## src/simd_fifo.sv

```systemverilog
`timescale 1ns/1ps
`default_nettype none

module simd_fifo #(
    parameter type T     = logic,
    parameter int  DEPTH = 4
) (
    input  logic clk_i,
    input  logic rstn_i,
    input  logic push_i,
    input  T     data_i,
    input  logic pop_i,
    output logic valid_o,
    output T     data_o,
    output logic empty_o
);

    localparam int PTR_W = (DEPTH > 1) ? $clog2(DEPTH) : 1;
    localparam int CNT_W = $clog2(DEPTH + 1);

    T                 mem [DEPTH];
    logic [PTR_W-1:0] wr_ptr_q;
    logic [PTR_W-1:0] rd_ptr_q;
    logic [CNT_W-1:0] count_q;
    logic             do_pop;

    // Wraps at DEPTH so non power-of-two depths also work
    function automatic logic [PTR_W-1:0] next_ptr(input logic [PTR_W-1:0] ptr);
        return (ptr == PTR_W'(DEPTH - 1)) ? '0 : ptr + 1'b1;
    endfunction

    assign valid_o = (count_q != '0);
    assign empty_o = ~valid_o;
    assign data_o  = mem[rd_ptr_q];
    assign do_pop  = pop_i & valid_o;

    always_ff @(posedge clk_i or negedge rstn_i) begin
        if (!rstn_i) begin
            wr_ptr_q <= '0;
            rd_ptr_q <= '0;
            count_q  <= '0;
        end else begin
            if (push_i) wr_ptr_q <= next_ptr(wr_ptr_q);
            if (do_pop) rd_ptr_q <= next_ptr(rd_ptr_q);
            count_q <= count_q + CNT_W'(push_i) - CNT_W'(do_pop);
        end
    end

    always_ff @(posedge clk_i) begin
        if (push_i) mem[wr_ptr_q] <= data_i;
    end

endmodule

`default_nettype wire

```

## config.mk

```make
export PLATFORM = sky130hd
export DESIGN_NAME = simd_fifo
export DESIGN_NICKNAME = d
export VERILOG_FILES = /design/src/simd_fifo.sv
export SDC_FILE = /design/constraint.sdc
export NUM_CORES = 1
export LEC_CHECK = 0
export ABC_AREA = 1
export BUFFER_PORTS_ARGS = -buffer_cell sky130_fd_sc_hd__buf_2
export CAP_MARGIN = 20
export CORE_AREA = 4 4 41 43
export CTS_BUF_LIST = sky130_fd_sc_hd__clkbuf_8
export DETAILED_ROUTE_END_ITERATION = 6
export DIE_AREA = 0 0 45 47
export PLACE_DENSITY = 0.72
export REMOVE_ABC_BUFFERS = 1
export SYNTH_ARGS = -nofsm -noshare
export SYNTH_HDL_FRONTEND = slang
export SYNTH_SLANG_ARGS = --single-unit
```

## constraint.sdc

```tcl
create_clock -name clk_i -period 2.3 [get_ports clk_i]
set_clock_uncertainty 0.1 [all_clocks]
set_input_delay 0.23 -clock clk_i [delete_from_list [all_inputs] [get_ports clk_i]]
set_output_delay 0.23 -clock clk_i [all_outputs]
set_load 0.005 [all_outputs]
```

==> results by group <==
GRT
  • Aggregate global routing overflow: 0
  • Largest net degree at the start of global routing: 10
  • All-Layer GR Usage: 10.85%
  • Initial antenna violation count: 0
  • First-pass GRT wire length: 1469 µm
  • Vias in the first global route: 353

Timing
  • Final Hold Fails: 0
  • Final setup vio count: 0
  • Final period util: 86.58%
  • Slew Viols, Final: 0
  • Fmax: 502.2 MHz
  • RSZ-0062 raised after global routing: false
  • Slew of the pin with the lowest slew margin: 230.7 ps
  • Final hold slack: 107.0 ps
  • Setup TNS Final: 0 ps
  • Fin crit period: 1991 ps
  • Slew HR: 84.62%

Setup path
  • Crit. Startpoint: count_q[1]$_DFF_PN0_
  • WP data required: 2330 ps
  • Worst setup path class: flop to flop
  • Critical R2R Launch: count_q[1]$_DFF_PN0_
  • R2r endpoint: count_q[1]$_DFF_PN0_
  • Type of origin of the critical path: flop
  • R2r worst-path depth: 10
  • R2R setup slack: 310 ps
  • CP arrival: 2020 ps
  • Crit Path Max Fanout: 5
  • Critical Path End Type: flop

Yosys
  • Register area share after synthesis: 49.27%
  • Synth top area share: 29.23%
  • Synth area leaders: dfrtp_1 (29%), edfxtp_1 (20%), ha_1 (15%)
  • Post-Syn Area per Cell: 9.513 µm²
  • Post-Syn Instances: 63
  • Combinational family with the most area after synthesis: adder cells
  • Seq cells post-synth: 11
  • Post-synthesis adder-cell area fraction: 17.95%
  • Post-Synth Simple-Gate Area: 15.87%
  • Ys Warns: 0
  • Post-synth top area cell: dfrtp_1
  • Compound-Gate Fraction of Synth Area: 4.593%
  • Netlist Area Pre-Place: 599.3 µm²
  • Synth Area in XOR/XNOR: 2.923%
  • Unique masters post-synth: 16
  • Post-synthesis mux area share: 0%

Hold path
  • Hold path endpoint: mem[3]$_DFFE_PP_
  • Worst Hold Depth: 1
  • HP Start: data_i
  • Hold Crit Class: input port to flop

Placed design
  • Dpl hpwl: 677.7 µm
  • Final Wtd Congestion: 0.6851
  • PortBufs: 7

Floorplan
  • Initial Util: 46.06%
  • Row count: 13
  • Full die area: 2115 µm²
  • Core area: 1301 µm²
  • IO Count: 8
  • Die Y: 47 µm
  • Die Wd: 45 µm

Final layout
  • Layout Nets: 89
  • Commonest non-fill, non-tap cell in the layout: inv_1
  • Commonest cells after routing, fill and taps aside: inv_1 (16), nand2_1 (15), ha_1 (7), dfrtp_1 (7), buf_2 (7)
  • Share of cells above drive strength 1: 18.67%
  • Antenna diode count: 0
  • Area Growth Syn to Fin: 18.16%

Clock tree
  • H-tree Lvls: 1
  • Worst skew pair latency: 240 ps
  • Clock sinks: 11
  • Clk root buf: clkbuf_8
  • TritonCTS clock tree: built
  • Max clock buf depth: 2
  • Clk pin slew, worst setup/hold paths: 50 ps
  • Num CTS Buffers: 3

Routing
  • Pre-antenna DRT Iters: 1
  • Vias/cell: 4.444
  • DR WL/cell: 9.556 µm
  • Initial DRC Count: 0
  • Vias: 400
  • Total Wirelength: 860 µm
  • DRC violations left: 0
  • Antenna Nets Post-Route: 0

Run status
  • Outcome: finished, final reports clean

Power
  • P per Cell Area: 1248 nW/µm²
  • Peak VDD IR: 0.5119 mV
  • Static Leak: 0.4045 nW

Run
  • Maxcap violations: 0
logic make-up (layout without fill, tap and decap cells):
logic type,Yosys count,in the layout
flops,11,11
fa+ha+maj,8,8
simple gates,22,22
buf+inv,15,27
xor+xnor,2,2
compound gates,5,5
critical path, cell delays in order, from the launching register on:
cell,delay (ps)
dfrtp_1,450
nor2_2,120
nand2_2,90
nand2_2,80
inv_1,40
ha_1,260
inv_1,50
ha_1,120
inv_1,50
fa_1,480
inv_1,40
Yosys cell counts:
cell / count
dfrtp_1: 7
inv_1: 15
xor2_1: 1
ha_1: 7
o21ai_0: 2
a21oi_1: 2
xnor2_1: 1
nand2_1: 15
fa_1: 1
edfxtp_1: 4
nand2_2: 2
or2_2: 1
nor2_1: 1
nor2_2: 1
nand3_1: 2
o211ai_1: 1
through the flow:
step,total power [mW],instances,setup slack [ps],utilization [%],instance area [µm²]
detailed placement,0.7061,85,290.6,50.19,653.1
finish,0.8836,90,308.6,54.42,708.2
global placement,0.6812,85,349.0,50.19,653.1
CTS,0.9005,90,281.0,54.42,708.2
global route,0.9873,90,141.0,54.42,708.2
floorplan,0.6071,63,396.5,-,599.3
timing repair:
item,CTS,global route
buffers inserted,0,0
setup endpoints to repair,0,0
hold buffers,1,0
resized for setup,0,0
endpoints found under the hold margin,7,0
where the power goes:
part           switching [mW]  internal [mW]  leakage, nW  total, mW
logic                   0.177          0.157        0.257      0.334
clock network          0.0714          0.117       0.0269      0.188
registers              0.0774          0.284        0.120      0.361
metal layers:
layer | routed length [µm] | track usage, % | vias to the layer above | share of wire (%)
li1 | - | - | 215 | -
met1 | 348 | 10.77 | 172 | 40
met2 | 426 | 16.95 | 8 | 50
met3 | 51 | 4.598 | 5 | 5.9
met4 | 34 | 10.53 | 0 | 4.0
met5 | 0 | 0 | - | 0
final cells by class:
class	instances	area, µm²
Clock buffer	3	41.29
Tap cell	15	18.77
Multi-Input combinational cell	37	247.7
Fill cell	125	593.1
Timing Repair Buffer	8	45.04
Sequential cell	11	295.3
Clock inverter	1	3.754
Inverter	15	56.30
registers in the layout (all words and copies together) (netlist names):
| name | cells |
|---|---|
| count_q | 3 |
| wr_ptr_q | 2 |
| mem | 4 |
| rd_ptr_q | 2 |
how the worst max path moves through the flow:
stage | to
finish | count_q[1]$_DFF_PN0_
global route | count_q[2]$_DFF_PN0_
CTS | count_q[2]$_DFF_PN0_
detailed placement | count_q[2]$_DFF_PN0_
global placement | count_q[1]$_DFF_PN0_
floorplan | count_q[1]$_DFF_PN0_
(Power assumes the default switching activity.)
