===== src/simd_defs.svh =====
`ifndef SIMD_DEFS_SVH
`define SIMD_DEFS_SVH

// Datapath sizes
`define SIMD_VLEN         64
`define SIMD_TAG_W        4

// Queue depths and starting credits
`define SIMD_ISSUE_DEPTH  4
`define SIMD_RES_DEPTH    4
`define SIMD_RES_CREDITS  2

`define SIMD_DIV_LAT      32  // Full-length unsigned division
`define SIMD_ALU_SLOTS    4   // Longest ALU latency is 4 stages

`endif

===== src/simd_pkg.sv =====
`default_nettype none

`include "simd_defs.svh"

package simd_pkg;

    typedef enum logic [1:0] {
        SEW_8,
        SEW_16,
        SEW_32,
        SEW_64
    } sew_t;

    typedef enum logic [2:0] {
        OP_ADD,
        OP_MUL,
        OP_REDSUM,
        OP_DIVU,
        OP_REMU
    } simd_op_t;

    typedef logic [5:0] stage_cnt_t;

    typedef struct packed {
        logic [`SIMD_TAG_W-1:0] tag;
        simd_op_t               op;
        sew_t                   sew;
        logic [`SIMD_VLEN-1:0]  vs1;
        logic [`SIMD_VLEN-1:0]  vs2;
    } simd_instr_t;

    typedef struct packed {
        logic [`SIMD_TAG_W-1:0] tag;
        logic [`SIMD_VLEN-1:0]  data;
    } simd_result_t;

    // Issued instruction as seen by both execution units
    typedef struct packed {
        logic        valid;
        simd_instr_t instr;
        stage_cnt_t  stages;
        logic        div_reuse;  // Answer comes from the divider's held pair
    } simd_issue_t;

endpackage

`default_nettype wire


===== src/simd_divider.sv =====
`timescale 1ns/1ps
`default_nettype none

`include "simd_defs.svh"

module simd_divider (
    input  logic                   clk_i,
    input  logic                   rstn_i,
    input  simd_pkg::simd_issue_t  issue_i,
    output logic                   valid_o,
    output simd_pkg::simd_result_t result_o
);

    import simd_pkg::*;

    logic                   busy_q;
    stage_cnt_t             cnt_q;       // Quotient bits produced so far
    logic                   reuse_q;
    simd_op_t               op_q;
    logic [`SIMD_TAG_W-1:0] tag_q;
    logic [31:0]            quo_q [2];   // Dividend shifts out as quotient shifts in
    logic [31:0]            rem_q [2];
    logic [31:0]            dvsr_q [2];

    logic take;
    logic start;
    logic done;

    // One restoring step, returns {remainder, quotient}
    function automatic logic [63:0] div_step(input logic [31:0] r, input logic [31:0] q,
                                             input logic [31:0] d);
        logic [32:0] rs;
        rs = {r, q[31]};
        if (rs >= {1'b0, d}) return {rs[31:0] - d, q[30:0], 1'b1};
        return {rs[31:0], q[30:0], 1'b0};
    endfunction

    assign take  = issue_i.valid
                && ((issue_i.instr.op == OP_DIVU) || (issue_i.instr.op == OP_REMU));
    assign start = take && !issue_i.div_reuse;
    assign done  = busy_q && (cnt_q == stage_cnt_t'(`SIMD_DIV_LAT));

    always_ff @(posedge clk_i or negedge rstn_i) begin
        if (!rstn_i) begin
            busy_q  <= 1'b0;
            cnt_q   <= '0;
            reuse_q <= 1'b0;
        end else begin
            reuse_q <= take && issue_i.div_reuse;
            if (start) begin
                busy_q <= 1'b1;
                cnt_q  <= 6'd1;  // First bit is taken on the issue edge
            end else if (done) begin
                busy_q <= 1'b0;
            end else if (busy_q) begin
                cnt_q <= cnt_q + 6'd1;
            end
        end
    end

    always_ff @(posedge clk_i) begin
        if (take) begin
            op_q  <= issue_i.instr.op;
            tag_q <= issue_i.instr.tag;
        end
        for (int l = 0; l < 2; l++) begin
            if (start) begin
                dvsr_q[l] <= issue_i.instr.vs1[l*32 +: 32];
                {rem_q[l], quo_q[l]} <= div_step(32'd0, issue_i.instr.vs2[l*32 +: 32],
                                                 issue_i.instr.vs1[l*32 +: 32]);
            end else if (busy_q && !done) begin
                {rem_q[l], quo_q[l]} <= div_step(rem_q[l], quo_q[l], dvsr_q[l]);
            end
        end
    end

    // Zero divisor falls out of the recurrence as all-ones and the dividend
    assign valid_o       = done | reuse_q;
    assign result_o.tag  = tag_q;
    assign result_o.data = (op_q == OP_DIVU) ? {quo_q[1], quo_q[0]} : {rem_q[1], rem_q[0]};

endmodule

`default_nettype wire


===== config.mk =====
export PLATFORM = sky130hd
export DESIGN_NAME = simd_divider
export DESIGN_NICKNAME = d
export VERILOG_FILES = /design/src/simd_pkg.sv /design/src/simd_divider.sv
export VERILOG_INCLUDE_DIRS = /design/src /design/src/src
export SDC_FILE = /design/constraint.sdc
export NUM_CORES = 1
export LEC_CHECK = 0
export BUFFER_PORTS_ARGS = -buffer_cell sky130_fd_sc_hd__buf_2
export CAP_MARGIN = 20
export CORE_MARGIN = 1.5
export CORE_UTILIZATION = 45
export DETAILED_ROUTE_END_ITERATION = 8
export HOLD_SLACK_MARGIN = 0.12
export PLACE_DENSITY = 0.74
export SYNTH_ARGS = -nofsm -noshare
export SYNTH_HDL_FRONTEND = slang
export SYNTH_SLANG_ARGS = --single-unit

===== constraint.sdc =====
create_clock -name clk_i -period 3.8 [get_ports clk_i]
set_clock_uncertainty 0.1 [all_clocks]
set_input_delay 0.95 -clock clk_i [delete_from_list [all_inputs] [get_ports clk_i]]
set_output_delay 0.95 -clock clk_i [all_outputs]
set_load 0.02 [all_outputs]

==> flow_metrics.py <==
metrics = {
    "logic_synthesis": {
        "netlist_area_um2": 12910,
        "synth_area_per_cell_um2": 10.06,
        "synthFlopType": "edfxtp_1",
        "async_flop_share_pct": 3.865,
        "synth_largest_area_cell": "edfxtp_1",
        "syn_inst": 1283,
        "synth_commonest_cells": "260 x nand2_1, 199 x edfxtp_1, 92 x inv_1",
        "yosys_warnings": 0,
        "synth_fp_nets": 1502,
        "synthDistinctLibCells": 80,
        "ys_ff_latch": 207,
        "synthTopCellsByArea": "edfxtp_1 46%, nand2_1 7.6%, ha_1 6.8%",
        "synth.yosys.seq_area_share_pct": 47.84,
        "yosysTopAreaCellShare_pct": 46.29,
        "yosysMostFrequentCell": "nand2_1",
        "synth_edf_count": 199,
    },
    "clocking": {
        "ctsResizeCount": 0,
        "clk_pin_slew_worst_paths_ns": 0.06,
        "cts_tree": "yes",
        "postCtsHoldBufs": 0,
        "cts_buffer_depth": 3,
        "cts_buffers": 24,
        "clock_latency_ns": 0.52,
        "cts_num_sinks": 207,
        "postCtsSetupRepairBufs": 0,
        "cts-root-buf": "clkbuf_16",
        "cts.htree.levels": 1,
    },
    "cells_and_area": {
        "n_fill_cell": 2461,
        "area_growth_pct": 18.74,
        "drive_above_1_share_pct": 24.31,
        "nNetsFinal": 1715,
    },
    "critical_path": {
        "r2r-start": "rem_q[8]",
        "r2r-end": "rem_q[10]",
        "start_kind": "register",
        "slowest_delay_ns": 0.70,
        "path_class": "reg2out",
        "cp_max_fo": 13,
        "crit_path_start": "op_q[2]",
        "critPathTopFamily": "simple AND/OR/NAND/NOR gates",
        "cp.required_ns": 2.75,
        "critical_path.cell_chain": "nand3b_1 > buf_4 > o21ai_0 > buf_2",
        "crit_path_top_delay_cell": "nand3b_1",
        "cp_num_buf_inv": 2,
        "worst-endpoint-arrival_ns": 2.53,
        "rrSetupSlack_ns": 0.30,
        "endpoint_kind": "output pin",
        "r2r_cells": 11,
    },
    "floorplan": {
        "die_w_um": 172.4,
        "rows": 61,
        "die_y_um": 172.4,
        "core_um2": 28010,
        "start_util_pct": 46.08,
        "ios": 216,
        "fp.dieArea_um2": 29710,
    },
    "drt": {
        "vias_per_cell": 5.492,
        "drt_iter0_markers": 707,
        "routed_wl_um": 33030,
        "postRouteAntennaNets": 0,
        "detail_route.wl_per_cell_um": 17.45,
        "drc": 0,
        "dr.pass1.iters": 5,
        "via_count": 10396,
    },
    "grt": {
        "grt_use_total_pct": 22.12,
        "grt_remaining_overflow": 0,
        "grt_pass1_wl_um": 51610,
        "grt_pass1_vias": 10116,
        "grt_max_degree": 71,
        "antenna_found_initial": 4,
    },
    "sta": {
        "timing.final.ws_setup_ns": 0.2168,
        "period_needed_ns": 3.583,
        "setup_tns_ns": 0,
        "fin_crit_sh_pct": 94.29,
        "relSlewSlack_pct": 39.18,
        "rsz0062_at_grt": "no",
        "max_freq_mhz": 279.1,
        "hold_viol_final": 0,
        "setup_viol": 0,
        "slew_viol_final": 0,
        "worst_pin_slew_ns": 0.9095,
    },
    "placed_design": {
        "gp_congestion": 0.9997,
        "place_ws_ns": 0.1210,
        "io_buffers": 207,
        "hpwl_um": 24280,
    },
    "power": {
        "powerDensity_nw_per_um2": 904.0,
        "power.total_mw": 13.86,
        "leakagePower_nw": 6.780,
        "max-vdd-ir-drop_mv": 0.4671,
    },
    "outcome": {
        "outcome": "complete, no violations",
    },
    "run": {
        "cap_violations": 0,
    },
    "worst_hold_path": {
        "hold_path_class": "in2async",
    },
}
==> area by class of cell <==
class / count / area (um^2) / area share (%)
sequential: 207 / 6176 / 40.29
antenna: 1 / 2.502 / 0.01633
tap: 378 / 473.0 / 3.086
clock inverter: 16 / 157.7 / 1.029
multi-input combinational: 934 / 6182 / 40.33
inverter: 92 / 350.3 / 2.286
clock buffer: 28 / 636.9 / 4.155
timing repair buffer: 237 / 1349 / 8.800
==> per-stage QoR <==
stage / instance area (um^2) / hold WS (ns) / utilization (%) / std cells
final: 15330 / 0.1555 / 54.72 / 1893
after global routing: 15330 / 0.1574 / 54.72 / 1893
after CTS: 15320 / 0.1376 / 54.71 / 1892
after detailed placement: 14530 / 0.4280 / 51.87 / 1848
after global placement: 14530 / 0.4161 / 51.87 / 1848
after floorplan: 12920 / 0.3971 / - / 1283
==> state kept, by name, indices dropped and copies added, names as in the netlist <==
name     cells
tag_q        4
dvsr_q      64
quo_q       64
rem_q       64
reuse_q      1
busy_q       1
op_q         3
cnt_q        6
==> worst register-to-register path: cells and delay by family (launching register included) <==
| kind | cells | cell delay [ns] |
|---|---|---|
| and+or+nand+nor | 4 | 1.08 |
| AOI/OAI and AO/OA | 3 | 0.62 |
| adders and majority gates | 1 | 0.44 |
| DFF | 1 | 0.43 |
| buffers and inverters | 2 | 0.39 |
| muxes | 1 | 0.19 |
==> power by group <==
part           switching [mW]  total [mW]  internal (mW)
sequential              0.591        4.46           3.87
clock                   0.939        2.34           1.40
combinational            4.11        7.06           2.95
total                    5.64        13.9           8.22
==> logic make-up after synthesis <==
family          after synthesis  synth area share, %
simple gates                425                14.67
compound gates              290                14.60
flops                       207                47.84
buf+inv                     142                4.410
mux                          82                6.969
fa+ha+maj                    72                7.095
xor+xnor                     65                4.410
==> placed cells by master (no fill, tap or decap), drive strengths merged, types with 5 or more instances in the layout <==
cell | synthesis | final
a21o | 28 | 28
a221o | 6 | 6
xnor2 | 41 | 41
nand2b | 11 | 11
nor3 | 10 | 10
clkinv | 0 | 12
o21a | 8 | 8
o31ai | 9 | 9
nor4 | 9 | 9
a21oi | 80 | 80
nand3 | 19 | 19
ha | 70 | 70
nand2 | 261 | 261
nor2b | 6 | 6
or4 | 5 | 5
dfrtp | 8 | 8
o211ai | 12 | 12
a211oi | 5 | 5
and3 | 6 | 6
clkbuf | 34 | 28
nor2 | 60 | 60
mux2i | 19 | 19
edfxtp | 199 | 199
inv | 92 | 92
mux2 | 63 | 63
a31oi | 9 | 9
buf | 16 | 237
o21ai | 83 | 83
nand4 | 19 | 19
xor2 | 24 | 24
a2111oi | 5 | 5
o21bai | 11 | 11
==> how the worst max path moves through the flow <==
stage / slack, ns / endpoint / depth (start not counted)
after global placement: 0.20 / rem_q[30] / 10
after global routing: 0.02 / result_o[63] / 4
after detailed placement: 0.12 / rem_q[8] / 10
final: 0.22 / result_o[63] / 4
after floorplan: 0.01 / quo_q[0] / 10
after CTS: 0.17 / result_o[63] / 4
==> metal layers <==
metal,global-route usage (%),part of all wire [%]
met1,27.12,42
met2,39.39,49
met3,3.067,5.2
met4,8.318,3.8
met5,0,0.14
(Power assumes the default switching activity.)
