### config.mk
export PLATFORM = sky130hd
export DESIGN_NAME = simd_scoreboard
export DESIGN_NICKNAME = d
export VERILOG_FILES = /design/src/simd_pkg.sv /design/src/simd_scoreboard.sv
export VERILOG_INCLUDE_DIRS = /design/src /design/src/src
export SDC_FILE = /design/constraint.sdc
export NUM_CORES = 1
export LEC_CHECK = 0
export BUFFER_PORTS_ARGS = -buffer_cell sky130_fd_sc_hd__buf_2
export CAP_MARGIN = 10
export CORE_MARGIN = 1.5
export CORE_UTILIZATION = 45
export CTS_CLUSTER_DIAMETER = 120
export DETAILED_ROUTE_END_ITERATION = 10
export PLACE_DENSITY_LB_ADDON = 0.25
export REMOVE_ABC_BUFFERS = 1
export SLEW_MARGIN = 20
export SYNTH_ARGS = -nofsm -noshare
export SYNTH_HDL_FRONTEND = slang
export SYNTH_SLANG_ARGS = --single-unit
### constraint.sdc
create_clock -name clk_i -period 12.1 [get_ports clk_i]
set_clock_uncertainty 0.1 [all_clocks]
set_input_delay 1.815 -clock clk_i [delete_from_list [all_inputs] [get_ports clk_i]]
set_output_delay 1.815 -clock clk_i [all_outputs]
set_load 0.02 [all_outputs]
### src/simd_defs.svh
`ifndef SIMD_DEFS_SVH
`define SIMD_DEFS_SVH

// Datapath sizes
`define SIMD_VLEN         64
`define SIMD_TAG_W        4

// Queue depths and starting credits
`define SIMD_ISSUE_DEPTH  4
`define SIMD_RES_DEPTH    4
`define SIMD_RES_CREDITS  2

`define SIMD_DIV_LAT      32  // Full-length unsigned division
`define SIMD_ALU_SLOTS    4   // Longest ALU latency is 4 stages

`endif
### src/simd_pkg.sv
`default_nettype none

`include "simd_defs.svh"

package simd_pkg;

    typedef enum logic [1:0] {
        SEW_8,
        SEW_16,
        SEW_32,
        SEW_64
    } sew_t;

    typedef enum logic [2:0] {
        OP_ADD,
        OP_MUL,
        OP_REDSUM,
        OP_DIVU,
        OP_REMU
    } simd_op_t;

    typedef logic [5:0] stage_cnt_t;

    typedef struct packed {
        logic [`SIMD_TAG_W-1:0] tag;
        simd_op_t               op;
        sew_t                   sew;
        logic [`SIMD_VLEN-1:0]  vs1;
        logic [`SIMD_VLEN-1:0]  vs2;
    } simd_instr_t;

    typedef struct packed {
        logic [`SIMD_TAG_W-1:0] tag;
        logic [`SIMD_VLEN-1:0]  data;
    } simd_result_t;

    // Issued instruction as seen by both execution units
    typedef struct packed {
        logic        valid;
        simd_instr_t instr;
        stage_cnt_t  stages;
        logic        div_reuse;  // Answer comes from the divider's held pair
    } simd_issue_t;

endpackage

`default_nettype wire

### src/simd_scoreboard.sv
`timescale 1ns/1ps
`default_nettype none

`include "simd_defs.svh"

module simd_scoreboard (
    input  logic                  clk_i,
    input  logic                  rstn_i,
    input  logic                  head_valid_i,
    input  simd_pkg::simd_instr_t head_i,
    input  logic                  res_pop_i,
    output logic                  pop_o,
    output simd_pkg::simd_issue_t issue_o
);

    import simd_pkg::*;

    localparam int RES_W = $clog2(`SIMD_RES_DEPTH + 1);

    // Bit i set means the write-back port is taken i+1 cycles from now
    logic [31:0]           wb_occ_q;
    logic [31:0]           wb_occ_d;
    stage_cnt_t            div_cnt_q;   // Cycles left on the running division
    logic                  held_valid_q;
    logic [`SIMD_VLEN-1:0] held_vs1_q;
    logic [`SIMD_VLEN-1:0] held_vs2_q;
    logic [RES_W-1:0]      res_cnt_q;

    stage_cnt_t stages;
    logic       is_div;
    logic       div_reuse;
    logic       div_start;
    logic       slot_busy;
    logic       div_block;
    logic       res_full;
    logic       issue;

    assign is_div = (head_i.op == OP_DIVU) || (head_i.op == OP_REMU);

    // Held pair is only usable once the divider has settled
    assign div_reuse = is_div && held_valid_q && (div_cnt_q == '0)
                    && (head_i.vs1 == held_vs1_q) && (head_i.vs2 == held_vs2_q);

    always_comb begin
        case (head_i.op)
            OP_MUL:    stages = (head_i.sew == SEW_64) ? 6'd3 : 6'd2;
            OP_REDSUM: begin
                case (head_i.sew)
                    SEW_8, SEW_16: stages = 6'd4;
                    SEW_32:        stages = 6'd3;
                    default:       stages = 6'd2;
                endcase
            end
            OP_DIVU, OP_REMU: stages = div_reuse ? 6'd1 : stage_cnt_t'(`SIMD_DIV_LAT);
            default:   stages = 6'd1;
        endcase
    end

    assign slot_busy = wb_occ_q[5'(stages - 6'd1)];
    assign div_block = is_div && !div_reuse && (div_cnt_q != '0);  // One iterative divider
    assign res_full  = (res_cnt_q == RES_W'(`SIMD_RES_DEPTH));
    assign issue     = head_valid_i && !slot_busy && !div_block && !res_full;
    assign div_start = issue && is_div && !div_reuse;
    assign pop_o     = issue;

    always_comb begin
        issue_o.valid     = issue;
        issue_o.instr     = head_i;
        issue_o.stages    = stages;
        issue_o.div_reuse = div_reuse;
    end

    always_comb begin
        wb_occ_d = wb_occ_q >> 1;
        if (issue && (stages > 6'd1)) wb_occ_d[5'(stages - 6'd2)] = 1'b1;
    end

    always_ff @(posedge clk_i or negedge rstn_i) begin
        if (!rstn_i) begin
            wb_occ_q     <= '0;
            div_cnt_q    <= '0;
            held_valid_q <= 1'b0;
            res_cnt_q    <= '0;
        end else begin
            wb_occ_q <= wb_occ_d;
            if (div_start) begin
                div_cnt_q    <= stage_cnt_t'(`SIMD_DIV_LAT - 1);
                held_valid_q <= 1'b1;
            end else if (div_cnt_q != '0) begin
                div_cnt_q <= div_cnt_q - 6'd1;
            end
            res_cnt_q <= res_cnt_q + RES_W'(issue) - RES_W'(res_pop_i);
        end
    end

    always_ff @(posedge clk_i) begin
        if (div_start) begin
            held_vs1_q <= head_i.vs1;
            held_vs2_q <= head_i.vs2;
        end
    end

endmodule

`default_nettype wire

==> flow_metrics.py <==
metrics = {
    "clock_network": {
        "clk_pin_slew_ns": 0.06,
        "cts_setup_buffers": 0,
        "cts.sinks": 170,
        "clkLatencyLatePin_ns": 0.42,
        "cts_resized": 0,
        "clk_path_buf_depth": 2,
        "cts_root_buffer": "clkbuf_16",
        "hold_buffers": 0,
        "cts_tree": "yes",
        "cts_inserted_buffers": 17,
        "htreeDepth": 4,
    },
    "timing": {
        "drv_slew": 0,
        "max_freq_mhz": 111.6,
        "rsz0062_at_grt": "no",
        "layout_min_cycle_time_ns": 8.964,
        "setup_viol": 0,
        "worst_slew_pin_slew_ns": 1.006,
        "fin_ws_ns": 3.136,
        "slew_headroom_pct": 31.17,
        "layout_worst_path_cycle_share_pct": 74.08,
        "setup-tns-final_ns": 0,
        "hold_viol": 0,
    },
    "floorplanning": {
        "fp.dieW_um": 146.5,
        "die_area_mm2": 0.02147,
        "rows": 52,
        "fp.coreArea_mm2": 0.02023,
        "ios": 287,
        "initial_core_util_pct": 45.82,
        "die_y_um": 146.5,
    },
    "layout": {
        "final_nets": 1079,
        "syn2layout_area_growth_pct": 13.05,
        "utilization_pct": 51.80,
        "drive_gt1_share_pct": 35.01,
        "layout.cells.non_filler": 1209,
    },
    "logic_synthesis": {
        "ys_warn_count": 0,
        "dominantRegCellSynth": "edfxtp_1",
        "seq_area_frac_synth_pct": 52.79,
        "synth-edff-count": 128,
        "yosysTopAreaCell": "edfxtp_1",
        "netlist_instances": 789,
        "synthesis.area_mm2": 0.009271,
        "yosysMostFrequentCell": "buf_4",
        "synth_common_cells": "buf_4 (141), edfxtp_1 (128), xnor2_1 (66)",
        "synth_seq_cells": 170,
        "avgSynthCellArea_um2": 11.75,
        "synth_cell_types": 62,
        "synth_top_area_share_pct": 41.46,
        "synth_area_leaders": "edfxtp_1 (41%), buf_4 (11%), dfrtp_1 (11%)",
        "async_flop_share_pct": 24.71,
    },
    "critical_path": {
        "r2r_end": "held_vs1_q[28]",
        "reg2reg_setup_slack_ns": 5.41,
        "cp.required_ns": 10.18,
        "crit_fanout": 16,
        "ff2ff_path_depth": 18,
        "critPathCaptureType": "output port",
        "arrival_ns": 7.05,
        "r2r-start": "div_cnt_q[0]",
        "critPathKind": "in -> out",
        "cp-start-kind": "input pin",
    },
    "place": {
        "numPortBuffers": 276,
        "gp_congestion": 0.8675,
        "post-place-ws_ns": 3.288,
        "dpl.hpwl_mm": 16.21,
        "dp.cells": 1175,
    },
    "drt": {
        "via_count": 6191,
        "ant_nets": 0,
        "first_iter_violations": 520,
        "dr.pass1.iters": 5,
        "drcViolationCount": 0,
        "wl_mm": 20.89,
        "routedWlPerCell_um": 17.28,
        "routed_via_density": 5.121,
    },
    "worst_hold_path": {
        "hp-class": "reg -> reg",
        "min_path_cells": 0,
        "hold_end": "wb_occ_q[8]",
        "hold_path_startpoint": "wb_occ_q[9]",
    },
    "power_and_ir_drop": {
        "p_leak_uw": 0.004290,
        "powerDensity_mw_per_mm2": 147.4,
        "max-vdd-ir-drop_mv": 0.08871,
    },
    "flow_run": {
        "cap_violations": 0,
    },
    "grt": {
        "grt_overflow": 0,
        "grt_max_degree": 71,
        "grt_pass1_vias": 5846,
        "grt_pass1_wl_mm": 32.21,
        "antenna_found_initial": 1,
        "track_usage_pct": 19.66,
    },
    "outcome": {
        "status": "finished, final reports clean",
    },
}
kinds of logic (layout without fill, tap and decap cells):
kind of cell	after synthesis	count (layout)	share of synthesized area, %
AOI/OAI and AO/OA	70	70	5.978
muxes	15	15	1.970
buffers and inverters	198	345	13.98
and+or+nand+nor	247	247	16.28
xor gates and xnor gates	74	74	6.991
adders and majority gates	14	14	1.970
DFF	170	170	52.79
other	1	4	0.04045
worst max path at each step:
stage / cells after the start / slack, ns / to / startpoint
final: 17 / 3.14 / pop_o / head_i[33]
after detailed placement: 17 / 3.29 / pop_o / head_i[33]
after global placement: 17 / 3.41 / pop_o / head_i[33]
after CTS: 17 / 3.25 / pop_o / head_i[33]
after floorplan: 14 / 0.34 / held_vs1_q[0] / head_i[85]
after global routing: 18 / 2.66 / issue_o[144] / head_i[33]
metal layers:
layer / global-route usage [%] / share of wire [%] / wire [um]
met4: 5.152 / 1.3 / 264
met5: 0 / 0 / 0
met3: 3.344 / 5.6 / 1174
met1: 26.15 / 43 / 9037
met2: 33.32 / 50 / 10410
power breakdown:
group / total [uW] / leakage, uW / internal [uW] / switching, uW
Combinational: 275 / 0.00229 / 112 / 163
Sequential: 702 / 0.00170 / 671 / 30.8
Clock: 569 / 0.000296 / 330 / 239
flip-flops by register name, summed over array words and instances, names as in the netlist:
name,flops
held_vs1_q,64
held_vs2_q,64
wb_occ_q,32
div_cnt_q,6
res_cnt_q,3
held_valid_q,1
layout make-up:
cell class / instances / area [um2]
Fill cell: 1796 / 9753
Sequential cell: 170 / 4895
Multi-Input combinational cell: 422 / 3098
Timing Repair Buffer: 279 / 1404
Clock buffer: 17 / 425.4
Tap cell: 270 / 337.8
Clock inverter: 15 / 188.9
Inverter: 34 / 127.6
Antenna cell: 2 / 5.005
stage by stage:
stage | hold WS (ns) | total power, uW | area, um2
2_1_floorplan | 0.2488 | 848.8 | 8107
3_3_place_gp | 0.2651 | 984.7 | 9856
3_5_place_dp | 0.2627 | 990.6 | 9856
4_1_cts | 0.2781 | 1560 | 10470
5_1_grt | 0.2948 | 1617 | 10480
6_report | 0.2799 | 1545 | 10480
layout by cell type, fill, tap and decap left out, drive strengths merged, types with 10 or more instances in the layout:
cell    netlist  layout
buf         143     279
clkbuf       21      17
dfrtp        42      42
edfxtp      128     128
ha           13      13
inv          34      39
mux2i        10      10
nand2        20      20
nand2b       44      44
nand4        49      49
nor2         10      10
nor2b        53      53
nor3         11      11
nor4         33      33
o21ai        12      12
o21bai       14      14
xnor2        66      66
worst max-delay path, stage by stage:
cell       delay (ns)
buf_2            0.12
nor2b_1          0.13
a2111o_1         0.37
a2111oi_0        0.88
nand4_1          0.29
nor4_4           0.57
nor2_2           0.24
ha_1             0.29
ha_1             0.53
or3_1            0.43
nor3_1           0.15
mux2_2           0.18
nor3_1           0.05
a311oi_1         0.32
o21bai_1         0.28
and2_1           0.23
buf_2            0.18
Note: power is estimated with default switching activity, not from simulation.
