### src/simd_defs.svh
`ifndef SIMD_DEFS_SVH
`define SIMD_DEFS_SVH

// Datapath sizes
`define SIMD_VLEN         64
`define SIMD_TAG_W        4

// Queue depths and starting credits
`define SIMD_ISSUE_DEPTH  4
`define SIMD_RES_DEPTH    4
`define SIMD_RES_CREDITS  2

`define SIMD_DIV_LAT      32  // Full-length unsigned division
`define SIMD_ALU_SLOTS    4   // Longest ALU latency is 4 stages

`endif
### src/simd_pkg.sv
`default_nettype none

`include "simd_defs.svh"

package simd_pkg;

    typedef enum logic [1:0] {
        SEW_8,
        SEW_16,
        SEW_32,
        SEW_64
    } sew_t;

    typedef enum logic [2:0] {
        OP_ADD,
        OP_MUL,
        OP_REDSUM,
        OP_DIVU,
        OP_REMU
    } simd_op_t;

    typedef logic [5:0] stage_cnt_t;

    typedef struct packed {
        logic [`SIMD_TAG_W-1:0] tag;
        simd_op_t               op;
        sew_t                   sew;
        logic [`SIMD_VLEN-1:0]  vs1;
        logic [`SIMD_VLEN-1:0]  vs2;
    } simd_instr_t;

    typedef struct packed {
        logic [`SIMD_TAG_W-1:0] tag;
        logic [`SIMD_VLEN-1:0]  data;
    } simd_result_t;

    // Issued instruction as seen by both execution units
    typedef struct packed {
        logic        valid;
        simd_instr_t instr;
        stage_cnt_t  stages;
        logic        div_reuse;  // Answer comes from the divider's held pair
    } simd_issue_t;

endpackage

`default_nettype wire

### src/simd_wb_queue.sv
`timescale 1ns/1ps
`default_nettype none

`include "simd_defs.svh"

module simd_wb_queue (
    input  logic                   clk_i,
    input  logic                   rstn_i,
    input  logic                   alu_valid_i,
    input  simd_pkg::simd_result_t alu_res_i,
    input  logic                   div_valid_i,
    input  simd_pkg::simd_result_t div_res_i,
    input  logic                   res_credit_i,
    output logic                   res_valid_o,
    output simd_pkg::simd_result_t res_o,
    output logic                   res_pop_o
);

    import simd_pkg::*;

    localparam int CRD_W = $clog2(`SIMD_RES_CREDITS + 1);

    logic             push;
    simd_result_t     push_res;
    logic             empty;
    logic [CRD_W-1:0] credit_q;
    logic             send;

    // At most one source is valid per cycle by scheduling
    assign push     = alu_valid_i | div_valid_i;
    assign push_res = alu_valid_i ? alu_res_i : div_res_i;

    simd_fifo #(
        .T     (simd_result_t),
        .DEPTH (`SIMD_RES_DEPTH)
    ) res_fifo_inst (
        .clk_i   (clk_i),
        .rstn_i  (rstn_i),
        .push_i  (push),
        .data_i  (push_res),
        .pop_i   (send),
        .valid_o (),
        .data_o  (res_o),
        .empty_o (empty)
    );

    assign send        = !empty && (credit_q != '0);
    assign res_valid_o = send;
    assign res_pop_o   = send;

    always_ff @(posedge clk_i or negedge rstn_i) begin
        if (!rstn_i) credit_q <= CRD_W'(`SIMD_RES_CREDITS);
        else         credit_q <= credit_q + CRD_W'(res_credit_i) - CRD_W'(send);
    end

endmodule

`default_nettype wire

### src/simd_fifo.sv
`timescale 1ns/1ps
`default_nettype none

module simd_fifo #(
    parameter type T     = logic,
    parameter int  DEPTH = 4
) (
    input  logic clk_i,
    input  logic rstn_i,
    input  logic push_i,
    input  T     data_i,
    input  logic pop_i,
    output logic valid_o,
    output T     data_o,
    output logic empty_o
);

    localparam int PTR_W = (DEPTH > 1) ? $clog2(DEPTH) : 1;
    localparam int CNT_W = $clog2(DEPTH + 1);

    T                 mem [DEPTH];
    logic [PTR_W-1:0] wr_ptr_q;
    logic [PTR_W-1:0] rd_ptr_q;
    logic [CNT_W-1:0] count_q;
    logic             do_pop;

    // Wraps at DEPTH so non power-of-two depths also work
    function automatic logic [PTR_W-1:0] next_ptr(input logic [PTR_W-1:0] ptr);
        return (ptr == PTR_W'(DEPTH - 1)) ? '0 : ptr + 1'b1;
    endfunction

    assign valid_o = (count_q != '0);
    assign empty_o = ~valid_o;
    assign data_o  = mem[rd_ptr_q];
    assign do_pop  = pop_i & valid_o;

    always_ff @(posedge clk_i or negedge rstn_i) begin
        if (!rstn_i) begin
            wr_ptr_q <= '0;
            rd_ptr_q <= '0;
            count_q  <= '0;
        end else begin
            if (push_i) wr_ptr_q <= next_ptr(wr_ptr_q);
            if (do_pop) rd_ptr_q <= next_ptr(rd_ptr_q);
            count_q <= count_q + CNT_W'(push_i) - CNT_W'(do_pop);
        end
    end

    always_ff @(posedge clk_i) begin
        if (push_i) mem[wr_ptr_q] <= data_i;
    end

endmodule

`default_nettype wire

### config.mk
export PLATFORM = sky130hd
export DESIGN_NAME = simd_wb_queue
export DESIGN_NICKNAME = d
export VERILOG_FILES = /design/src/simd_pkg.sv /design/src/simd_wb_queue.sv /design/src/simd_fifo.sv
export VERILOG_INCLUDE_DIRS = /design/src /design/src/src
export SDC_FILE = /design/constraint.sdc
export NUM_CORES = 1
export LEC_CHECK = 0
export BUFFER_PORTS_ARGS = -buffer_cell sky130_fd_sc_hd__buf_2
export CAP_MARGIN = 25
export CORE_MARGIN = 2
export CORE_UTILIZATION = 60
export DETAILED_ROUTE_END_ITERATION = 12
export GPL_TIMING_DRIVEN = 0
export HOLD_SLACK_MARGIN = 0.12
export PLACE_DENSITY = 0.83
export SYNTH_ARGS = -nofsm -noshare
export SYNTH_HDL_FRONTEND = slang
export SYNTH_SLANG_ARGS = --single-unit
### constraint.sdc
create_clock -name clk_i -period 6.74 [get_ports clk_i]
set_input_delay 1.348 -clock clk_i [delete_from_list [all_inputs] [get_ports clk_i]]
set_output_delay 1.348 -clock clk_i [all_outputs]
set_load 0.05 [all_outputs]
==> impl_metrics.toml, run 1 <==
[run]
cap_violations = 0

[critical_path]
crit_path_top_delay_cell = "dfrtp_1"
rrSetupSlack_ps = 4080
crit_fanout = 10
crit_arrival_ps = 2210
crit_path_start_kind = "register"
reg2reg_from = "res_fifo_inst.count_q[1]"
worstPathCellList = "buf_2 > buf_2 > buf_4 > mux4_2 > buf_2"
cpMostUsedCell = "buf_2"
end_kind = "output pin"
cp-startpoint = "res_fifo_inst.rd_ptr_q[1]"
cp_data_required_time_ps = 5390
worstSetupEndpoint = "res_o[59]"
r2r_cells = 9
r2r_end = "res_fifo_inst.count_q[2]"
criticalPathCategory = "reg -> out"
slowest_delay_ps = 370

[finish]
area_growth_pct = 22.13
fill_cells = 1065
nets = 875
multi_input_area_um2 = 2585
layoutNonFillerInstCount = 979
drive_above_1_share = 0.5780
fin_area_um2 = 13730
regArea_um2 = 8394

[detailed_routing]
drc = 0
top_layer_used = "met4"
viasPerCell = 5.748
wl_met3_um = 1344
drtIter0Drc = 249
met1Wirelength_um = 8757
routed-wl-met2_um = 11060
ant_nets = 0
dr.pass1.iters = 4
wl_per_cell_um = 22.02
vias = 5627
drt_wl_total_um = 21560

[place]
placed_cells = 929
numPortBuffers = 209
globalplace.congestion = 0.7542
dp_hpwl_um = 14020
placed_area_um2 = 12770

[synthesis]
synth_area_um2 = 11240
synth.avg_cell_area_um2 = 23.51
yosysSeqAreaShare = 0.7469
yosys-top-cells-count = "edfxtp_1 (272), mux2_2 (72), mux4_2 (68)"
synth.net_count = 629
synthCells = 478
synth_cell_types = 16
netlist.area_leader.share = 0.7267
synth_area_leaders = "edfxtp_1 (73%), mux4_2 (14%), mux2_2 (7.2%), dfrtp_1 (1.8%), buf_12 (1.2%)"
ys_warn_count = 0
synth_most_common_cell = "edfxtp_1"
synthArstFlopShare = 0.03203
ys_ff_latch = 281
synth_top_cell_by_area = "edfxtp_1"
synth_edf_count = 272
ys.flop_type = "edfxtp_1"

[sta]
hold_viol = 0
finalCritPeriodShare = 0.5278
drv_slew = 0
max_slew_margin = 0.3244
setup_viol = 0
clock_skew_ps = 11.08
fmax_ghz = 0.2811
grt_setup_unrepaired = "no"
min_period_ps = 3557
worst_slew_pin_slew_ps = 1010

[clock_tree]
insertion_delay_ps = 510
cts_sinks = 281
clockBufferDepth = 3
cts_made_buffers = 27
postCtsResizedCells = 0
cts_root_buf = "clkbuf_16"
postCtsSetupBuffers = 0
htreeDepth = 1
cts_tree = "built"
postCtsHoldBufs = 0
clkTransAtPathRegs_ps = 60

[power]
leakagePower_nw = 5.004
power_density_nw_per_um2 = 528.6
ir_worst_vdd_v = 0.0003456
power_mw = 7.257

[global_routing]
antenna_found_initial = 0
grt_usage = 0.2187
grt-ovfl-total = 0
grt_pass1_vias = 6135
grt_max_degree = 28
grt_pass1_wl_um = 33060

[floorplanning]
ios = 211
die_h_um = 140.9
die_w_um = 140.9
num_rows = 50
start_util = 0.6070
die-area_um2 = 19840
core_um2 = 18520

[status]
run_status = "finished, final reports clean"

[worst_hold_path]
hold_class = "reg -> reg"
## registers in the layout (all words and copies together), names as in the netlist
signal,count
res_fifo_inst.rd_ptr_q,2
res_fifo_inst.count_q,3
res_fifo_inst.mem,272
credit_q,2
res_fifo_inst.wr_ptr_q,2
## layout by cell type, fill, tap and decap left out, drive strengths merged, types with 3 or more instances in the layout
cell type  instances
ha                 9
buf              242
inv               10
xnor2              4
nor2b              4
edfxtp           272
clkinv            12
bufinv             7
mux2              72
mux4              68
dfrtp              8
clkbuf            29
nor2               3
## worst max-delay path: cells and delay by family (launching register included)
family,cells,cell delay [ps]
DFF,1,370
buffers and inverters,4,990
muxes,1,330
## area by class of cell
class	instances	area share
Multi-Input combinational cell	162	0.1883
Clock inverter	20	0.01987
Buffer	25	0.01841
Inverter	10	0.002734
Antenna cell	1	0.0001823
Clock buffer	29	0.04977
Sequential cell	281	0.6115
Timing Repair Buffer	217	0.08787
Tap cell	234	0.02133
## routing by layer
metal / up-vias / track usage
met5: - / 0
li1: 2484 / -
met1: 2884 / 0.2973
met2: 226 / 0.3741
met3: 33 / 0.04076
met4: 0 / 0.05632
## metrics by stage
stage | util | hold slack, ps | setup TNS [ps] | setup slack (ps)
after global routing | 0.7411 | 506.2 | 0 | 3084
after global placement | 0.6793 | 459.7 | -218690 | -818.7
after floorplan | - | 445.7 | 0 | 1616
after CTS | 0.7411 | 506.3 | 0 | 3142
after detailed placement | 0.6895 | 492.2 | 0 | 3428
final | 0.7413 | 504.3 | 0 | 3183
## cells by family after synthesis
logic type | Yosys count | share of synthesized area
AOI/OAI and AO/OA | 1 | 0.0007794
adders and majority gates | 10 | 0.01180
muxes | 140 | 0.2084
buffers and inverters | 35 | 0.02583
DFF | 281 | 0.7469
and+or+nand+nor | 7 | 0.003228
xor gates and xnor gates | 4 | 0.003117
## worst min path at each step
stage,start,endpoint,slack (ps),cells past startpoint
2_1_floorplan,res_fifo_inst.count_q[2],res_fifo_inst.count_q[2],450,1
3_3_place_gp,res_fifo_inst.count_q[2],res_fifo_inst.count_q[2],460,1
3_5_place_dp,res_fifo_inst.count_q[2],res_fifo_inst.count_q[2],490,1
4_1_cts,res_fifo_inst.count_q[2],res_fifo_inst.count_q[2],510,1
5_1_grt,res_fifo_inst.count_q[2],res_fifo_inst.count_q[2],510,1
6_report,res_fifo_inst.count_q[2],res_fifo_inst.count_q[2],500,1
## where the power goes
| group | total (mW) | leakage, nW | internal, mW | switching, mW |
|---|---|---|---|---|
| Sequential | 2.61 | 2.63 | 2.49 | 0.123 |
| Combinational | 3.04 | 1.90 | 1.01 | 2.04 |
| Clock | 1.61 | 0.472 | 0.998 | 0.607 |
Note: power is estimated with default switching activity, not from simulation.
==> inputs of run 2 (changes only) <==
- CORE_UTILIZATION: 60 -> 55
- PLACE_DENSITY: 0.83 -> 0.77
- clock period: 6.74 -> 3.6 ns (I/O delays scaled with it)
==> run 2 against run 1 <==
Effect of this change: utilization fell by 6.2 points; first-iteration DRC count grew 2.8%; global-route usage is 2.0 points lower; combinational power rose by 86%; worst hold slack got worse by 89 ps; die area increased by 8.8%; via count is 1.2% lower; critical path depth stayed put; clock power rose by 70%; cell count rose by 4.2%; sequential power increased by 86%; clock skew increased by 5.1 ps.
==> impl_metrics.toml, run 2 (synthesis results as in run 1) <==
[sta]
max_slew_margin = 0.3408
clock_skew_ps = 16.15
worst_slew_pin_slew_ps = 985.1
finalCritPeriodShare = 0.8174
fmax_ghz = 0.3398
drv_slew = 0
min_period_ps = 2943
grt_setup_unrepaired = "no"
hold_ws_ps = 415.0
hold_viol = 0
setup_viol = 0

[run]
cap_violations = 0

[clock_tree]
cts_root_buf = "clkbuf_16"
postCtsSetupBuffers = 0
cts_made_buffers = 28
cts_sinks = 281
clkTransAtPathRegs_ps = 60
clockBufferDepth = 3
cts_tree = "built"
htreeDepth = 1
insertion_delay_ps = 530

[status]
run_status = "finished, final reports clean"

[finish]
largest_reg_flops = 272
final_cell_mix = "edfxtp_1 (272), buf_2 (221), mux2_2 (72)"
largest_register = "res_fifo_inst.mem"
nets = 877
area_growth_pct = 21.89
utilization = 0.6792
fill_cells = 1355
final_common_cell = "edfxtp_1"
fin_area_um2 = 13700
reg_top3 = "res_fifo_inst.mem: 272 flops, res_fifo_inst.count_q: 3 flops"
drive_above_1_share = 0.5628

[global_routing]
grt_pass1_vias = 6244
grt_pass1_wl_um = 32910
grt_usage = 0.1987
grt-ovfl-total = 0
grt_max_degree = 28
antenna_found_initial = 2

[floorplanning]
start_util = 0.5573
core_um2 = 20170
die_h_um = 147.0
num_rows = 52
ios = 211
die-area_um2 = 21590
die_w_um = 147.0

[critical_path]
crit_path_start_kind = "register"
criticalPathCategory = "reg -> out"
end_kind = "output pin"
crit_arrival_ps = 2220
cp_data_required_time_ps = 2880
reg2reg_from = "res_fifo_inst.count_q[1]"
crit_fanout = 10
cp-startpoint = "res_fifo_inst.rd_ptr_q[1]"

[detailed_routing]
drt_wl_total_um = 21270
wl_per_cell_um = 20.85
viasPerCell = 5.449
drc = 0
ant_nets = 0
dr.pass1.iters = 4
vias = 5558
drtIter0Drc = 256

[power]
power_density_nw_per_um2 = 968.2
leakagePower_nw = 4.954
ir_worst_vdd_v = 0.0007538

[place]
dp_hpwl_um = 14050
placed_area_um2 = 12810
globalplace.congestion = 0.7093
numPortBuffers = 209

[worst_hold_path]
hold_class = "in -> reg"
hp-start = "res_credit_i"
-- run 2: cell count changes in the layout (fill, tap and decap cells not counted) --
cell           previous run  this run
dlygate4sd3_1             0         1
clkbuf_1                  2        11
clkinv_2                  8         2
diode_2                   1         2
bufinv_16                 7         2
clkbuf_16                27        29
clkinv_1                  4         7
-- run 2: power by group --
group	switching, mW	leakage, nW	internal, mW
Clock	1.12	0.418	1.62
Sequential	0.210	2.63	4.65
Combinational	3.78	1.91	1.88
Total	5.11	4.95	8.15
-- run 2: per-layer routing --
metal  GRT usage  vias to the layer above  routed length, um
li1            -                     2496                  -
met3     0.03727                       33               1291
met1      0.2524                     2840               8395
met4     0.05337                        0                408
met5           0                        -                  0
met2      0.3561                      189              11180
-- run 2: path summary, 6_finish.rpt --
kind                                            endpoint  slack, ps  cells after the start
worst max register to register  res_fifo_inst.count_q[2]       1050                      9
min in group asynchronous                    credit_q[0]        600                      2
worst max-delay path                           res_o[61]        660                      5
max in group asynchronous                    credit_q[1]       2750                      2
worst min register to register  res_fifo_inst.count_q[2]        480                      1
worst min-delay path                         credit_q[0]        410                      2
-- run 2: area by class of cell --
| cell class | instances | area (um2) | area share |
|---|---|---|---|
| Clock buffer | 40 | 767.0 | 0.05599 |
| Timing Repair Buffer | 218 | 1216 | 0.08878 |
| Tap cell | 270 | 337.8 | 0.02466 |
| Inverter | 10 | 37.54 | 0.002740 |
| Sequential cell | 281 | 8394 | 0.6127 |
| Multi-Input combinational cell | 162 | 2585 | 0.1887 |
| Clock inverter | 12 | 103.9 | 0.007581 |
| Buffer | 25 | 252.7 | 0.01845 |
| Antenna cell | 2 | 5.005 | 0.0003653 |
-- run 2: stage by stage --
step | total power [mW] | setup TNS [ps] | instances | setup WS (ps)
2_1_floorplan | 9.284 | -243600 | 478 | -895.6
3_3_place_gp | 10.55 | -912930 | 957 | -3369
3_5_place_dp | 10.68 | 0 | 965 | 961.4
4_1_cts | 13.43 | 0 | 1018 | 626.8
5_1_grt | 13.83 | 0 | 1020 | 550.1
6_report | 13.26 | 0 | 1020 | 657.2
-- run 2: critical path: stages (launching register included) --
cell and delay, ps:
dfrtp_1 360, buf_2 200, buf_2 300, buf_4 270, mux4_2 330, buf_2 230
-- run 2: what timing repair did --
item,in CTS,in global routing
hold buffers,1,0
hold endpoints to repair,8,0
gates resized for setup,0,0
==> inputs of run 3 (changes only) <==
- ABC_AREA: not set -> 1
- CORE_UTILIZATION: 55 -> 56
- PLACE_DENSITY: 0.77 -> 0.78
- clock period: 3.6 -> 2.8 ns (I/O delays scaled with it)
==> run 3 against run 2 <==
Effect of this change: cell area rose by 7.6%; non-clock buffer count up 39; global-route usage rose by 4.1 points; die area is 6.0% higher; first-iteration DRC count rose by 99%; sequential cell count stayed put; worst hold slack worse by 150 ps; critical path depth unchanged; routed wire length increased by 29%; worst setup slack got worse by 580 ps.
==> impl_metrics.toml, run 3 <==
[global_routing]
grt-ovfl-total = 0
grt_pass1_wl_um = 41640
grt_max_degree = 29
grt_usage = 0.2398
antenna_found_initial = 0
grt_pass1_vias = 8245

[power]
leakagePower_nw = 6.487
power_density_nw_per_um2 = 1253
ir_worst_vdd_v = 0.0007864

[clock_tree]
clkTransAtPathRegs_ps = 60
postCtsHoldBufs = 1
htreeDepth = 1
postCtsSetupBuffers = 0
clockBufferDepth = 3
cts_tree = "built"
cts_root_buf = "clkbuf_16"
cts_made_buffers = 27
insertion_delay_ps = 530
postCtsResizedCells = 0
cts_sinks = 281

[finish]
largest_reg_flops = 272
regArea_um2 = 8394
largest_register = "res_fifo_inst.mem"
nets = 1484
final_common_cell = "nand2_1"
utilization = 0.6969
fill_cells = 1460
reg_top3 = "res_fifo_inst.mem: 272 flops, res_fifo_inst.count_q: 3 flops"
drive_above_1_share = 0.2378
multi_input_area_um2 = 2859
area_growth_pct = 21.31
antenna_cells = 0
final_cell_mix = "nand2_1 (423), edfxtp_1 (272), buf_2 (244)"
fin_area_um2 = 14740

[sta]
fmax_ghz = 0.3679
grt_setup_unrepaired = "no"
hold_viol = 0
min_period_ps = 2718
setup_slack_ps = 81.83
worst_slew_pin_slew_ps = 661.9
clock_skew_ps = 20.52
finalCritPeriodShare = 0.9708
setup_viol = 0
max_slew_margin = 0.5577
drv_slew = 0

[synthesis]
synth_top_cell_by_area = "edfxtp_1"
synth_edf_count = 272
netlist.area_leader.share = 0.6721
synth_area_leaders = "edfxtp_1 (67%), nand2_1 (13%), o211ai_1 (8.4%), inv_1 (4.8%), dfrtp_1 (1.6%)"
synth_area_um2 = 12150
synth_most_common_cell = "nand2_1"
synth.net_count = 1234
yosysSeqAreaShare = 0.6907
yosys-top-cells-count = "nand2_1 (423), edfxtp_1 (272), inv_1 (154)"
synth.avg_cell_area_um2 = 11.22
synthArstFlopShare = 0.03203
ys_warn_count = 0
synth_cell_types = 20
ys.flop_type = "edfxtp_1"
ys_ff_latch = 281
synthCells = 1083

[place]
dp_hpwl_um = 18520
placed_area_um2 = 13840
place_ws_ps = 588.0
numPortBuffers = 209
globalplace.congestion = 0.7323

[critical_path]
criticalPathCategory = "reg -> out"
crit_path_start_kind = "register"
crit_arrival_ps = 2160
cp_data_required_time_ps = 2240
end_kind = "output pin"
crit_fanout = 10

[floorplanning]
die-area_um2 = 22900
core_um2 = 21150
num_rows = 53
start_util = 0.5745
die_h_um = 151.3
ios = 211
die_w_um = 151.3

[detailed_routing]
ant_nets = 0
viasPerCell = 5.243
drtIter0Drc = 510
dr.pass1.iters = 5
vias = 8541
wl_per_cell_um = 16.87
drc = 0
drt_wl_total_um = 27480

[worst_hold_path]
hold_class = "in -> reg"

[status]
run_status = "finished, final reports clean"

[run]
cap_violations = 0
## run 3: changes by cell type after synthesis, sizes merged, moves of 4 or more
| cell | change |
|---|---|
| mux4 | -68 |
| nand3 | +4 |
| buf | +27 |
| o211ai | +136 |
| clkbuf | +9 |
| inv | +146 |
| nor2b | -4 |
| nor2 | +4 |
| mux2 | -72 |
| nand2 | +423 |
## run 3: final cells by class
cell class,instances,area share
clock inverter,20,0.01409
tap,275,0.02334
clock buffer,30,0.04659
inverter,156,0.03972
buffer,61,0.02334
sequential,281,0.5694
multi-input combinational,585,0.1939
timing repair buffer,221,0.08962
## run 3: power by group
group	total, mW	leakage (nW)	internal (mW)	switching [mW]
clock network	3.63	0.437	2.14	1.49
registers	6.26	2.65	5.98	0.285
logic	8.58	3.40	2.18	6.40
total	18.5	6.49	10.3	8.17
## run 3: path summary, 6_finish.rpt
path,slack (ps),startpoint,endpoint,cells after the start
setup / recovery,80,res_fifo_inst.rd_ptr_q[1],res_o[54],5
hold / removal,260,res_credit_i,credit_q[0],2
setup reg to reg,700,credit_q[1],res_fifo_inst.count_q[2],10
hold reg to reg,600,credit_q[1],credit_q[1],3
max in group asynchronous,2150,rstn_i,credit_q[1],2
min in group asynchronous,410,rstn_i,res_fifo_inst.rd_ptr_q[1],2
## run 3: cell families after synthesis
family	share of synthesized area
flops	0.6907
buf+inv	0.07650
fa+ha+maj	0.01091
compound gates	0.08483
xor+xnor	0.001442
simple gates	0.1356
## run 3: worst max-delay path, stage by stage, from the launching register on
cell and delay [ps]:
dfrtp_1 360, buf_4 190, clkbuf_1 480, o211ai_1 200, nand2_1 130, buf_2 260
## run 3: per-layer routing
layer | track usage | vias to the layer above | share of wire
met5 | 0 | - | 0
met3 | 0.04398 | 46 | 0.078
met2 | 0.4197 | 352 | 0.50
met1 | 0.3073 | 4011 | 0.40
met4 | 0.06963 | 0 | 0.021
li1 | - | 4132 | -
## run 3: through the flow
stage	setup TNS, ps	hold slack, ps	instances	power (mW)
after floorplan	-36770	264.4	1083	12.40
after global placement	-408760	421.6	1567	14.50
after detailed placement	0	421.4	1578	14.94
after CTS	0	257.3	1629	18.58
after global routing	0	258.3	1629	19.40
final	0	262.7	1629	18.47
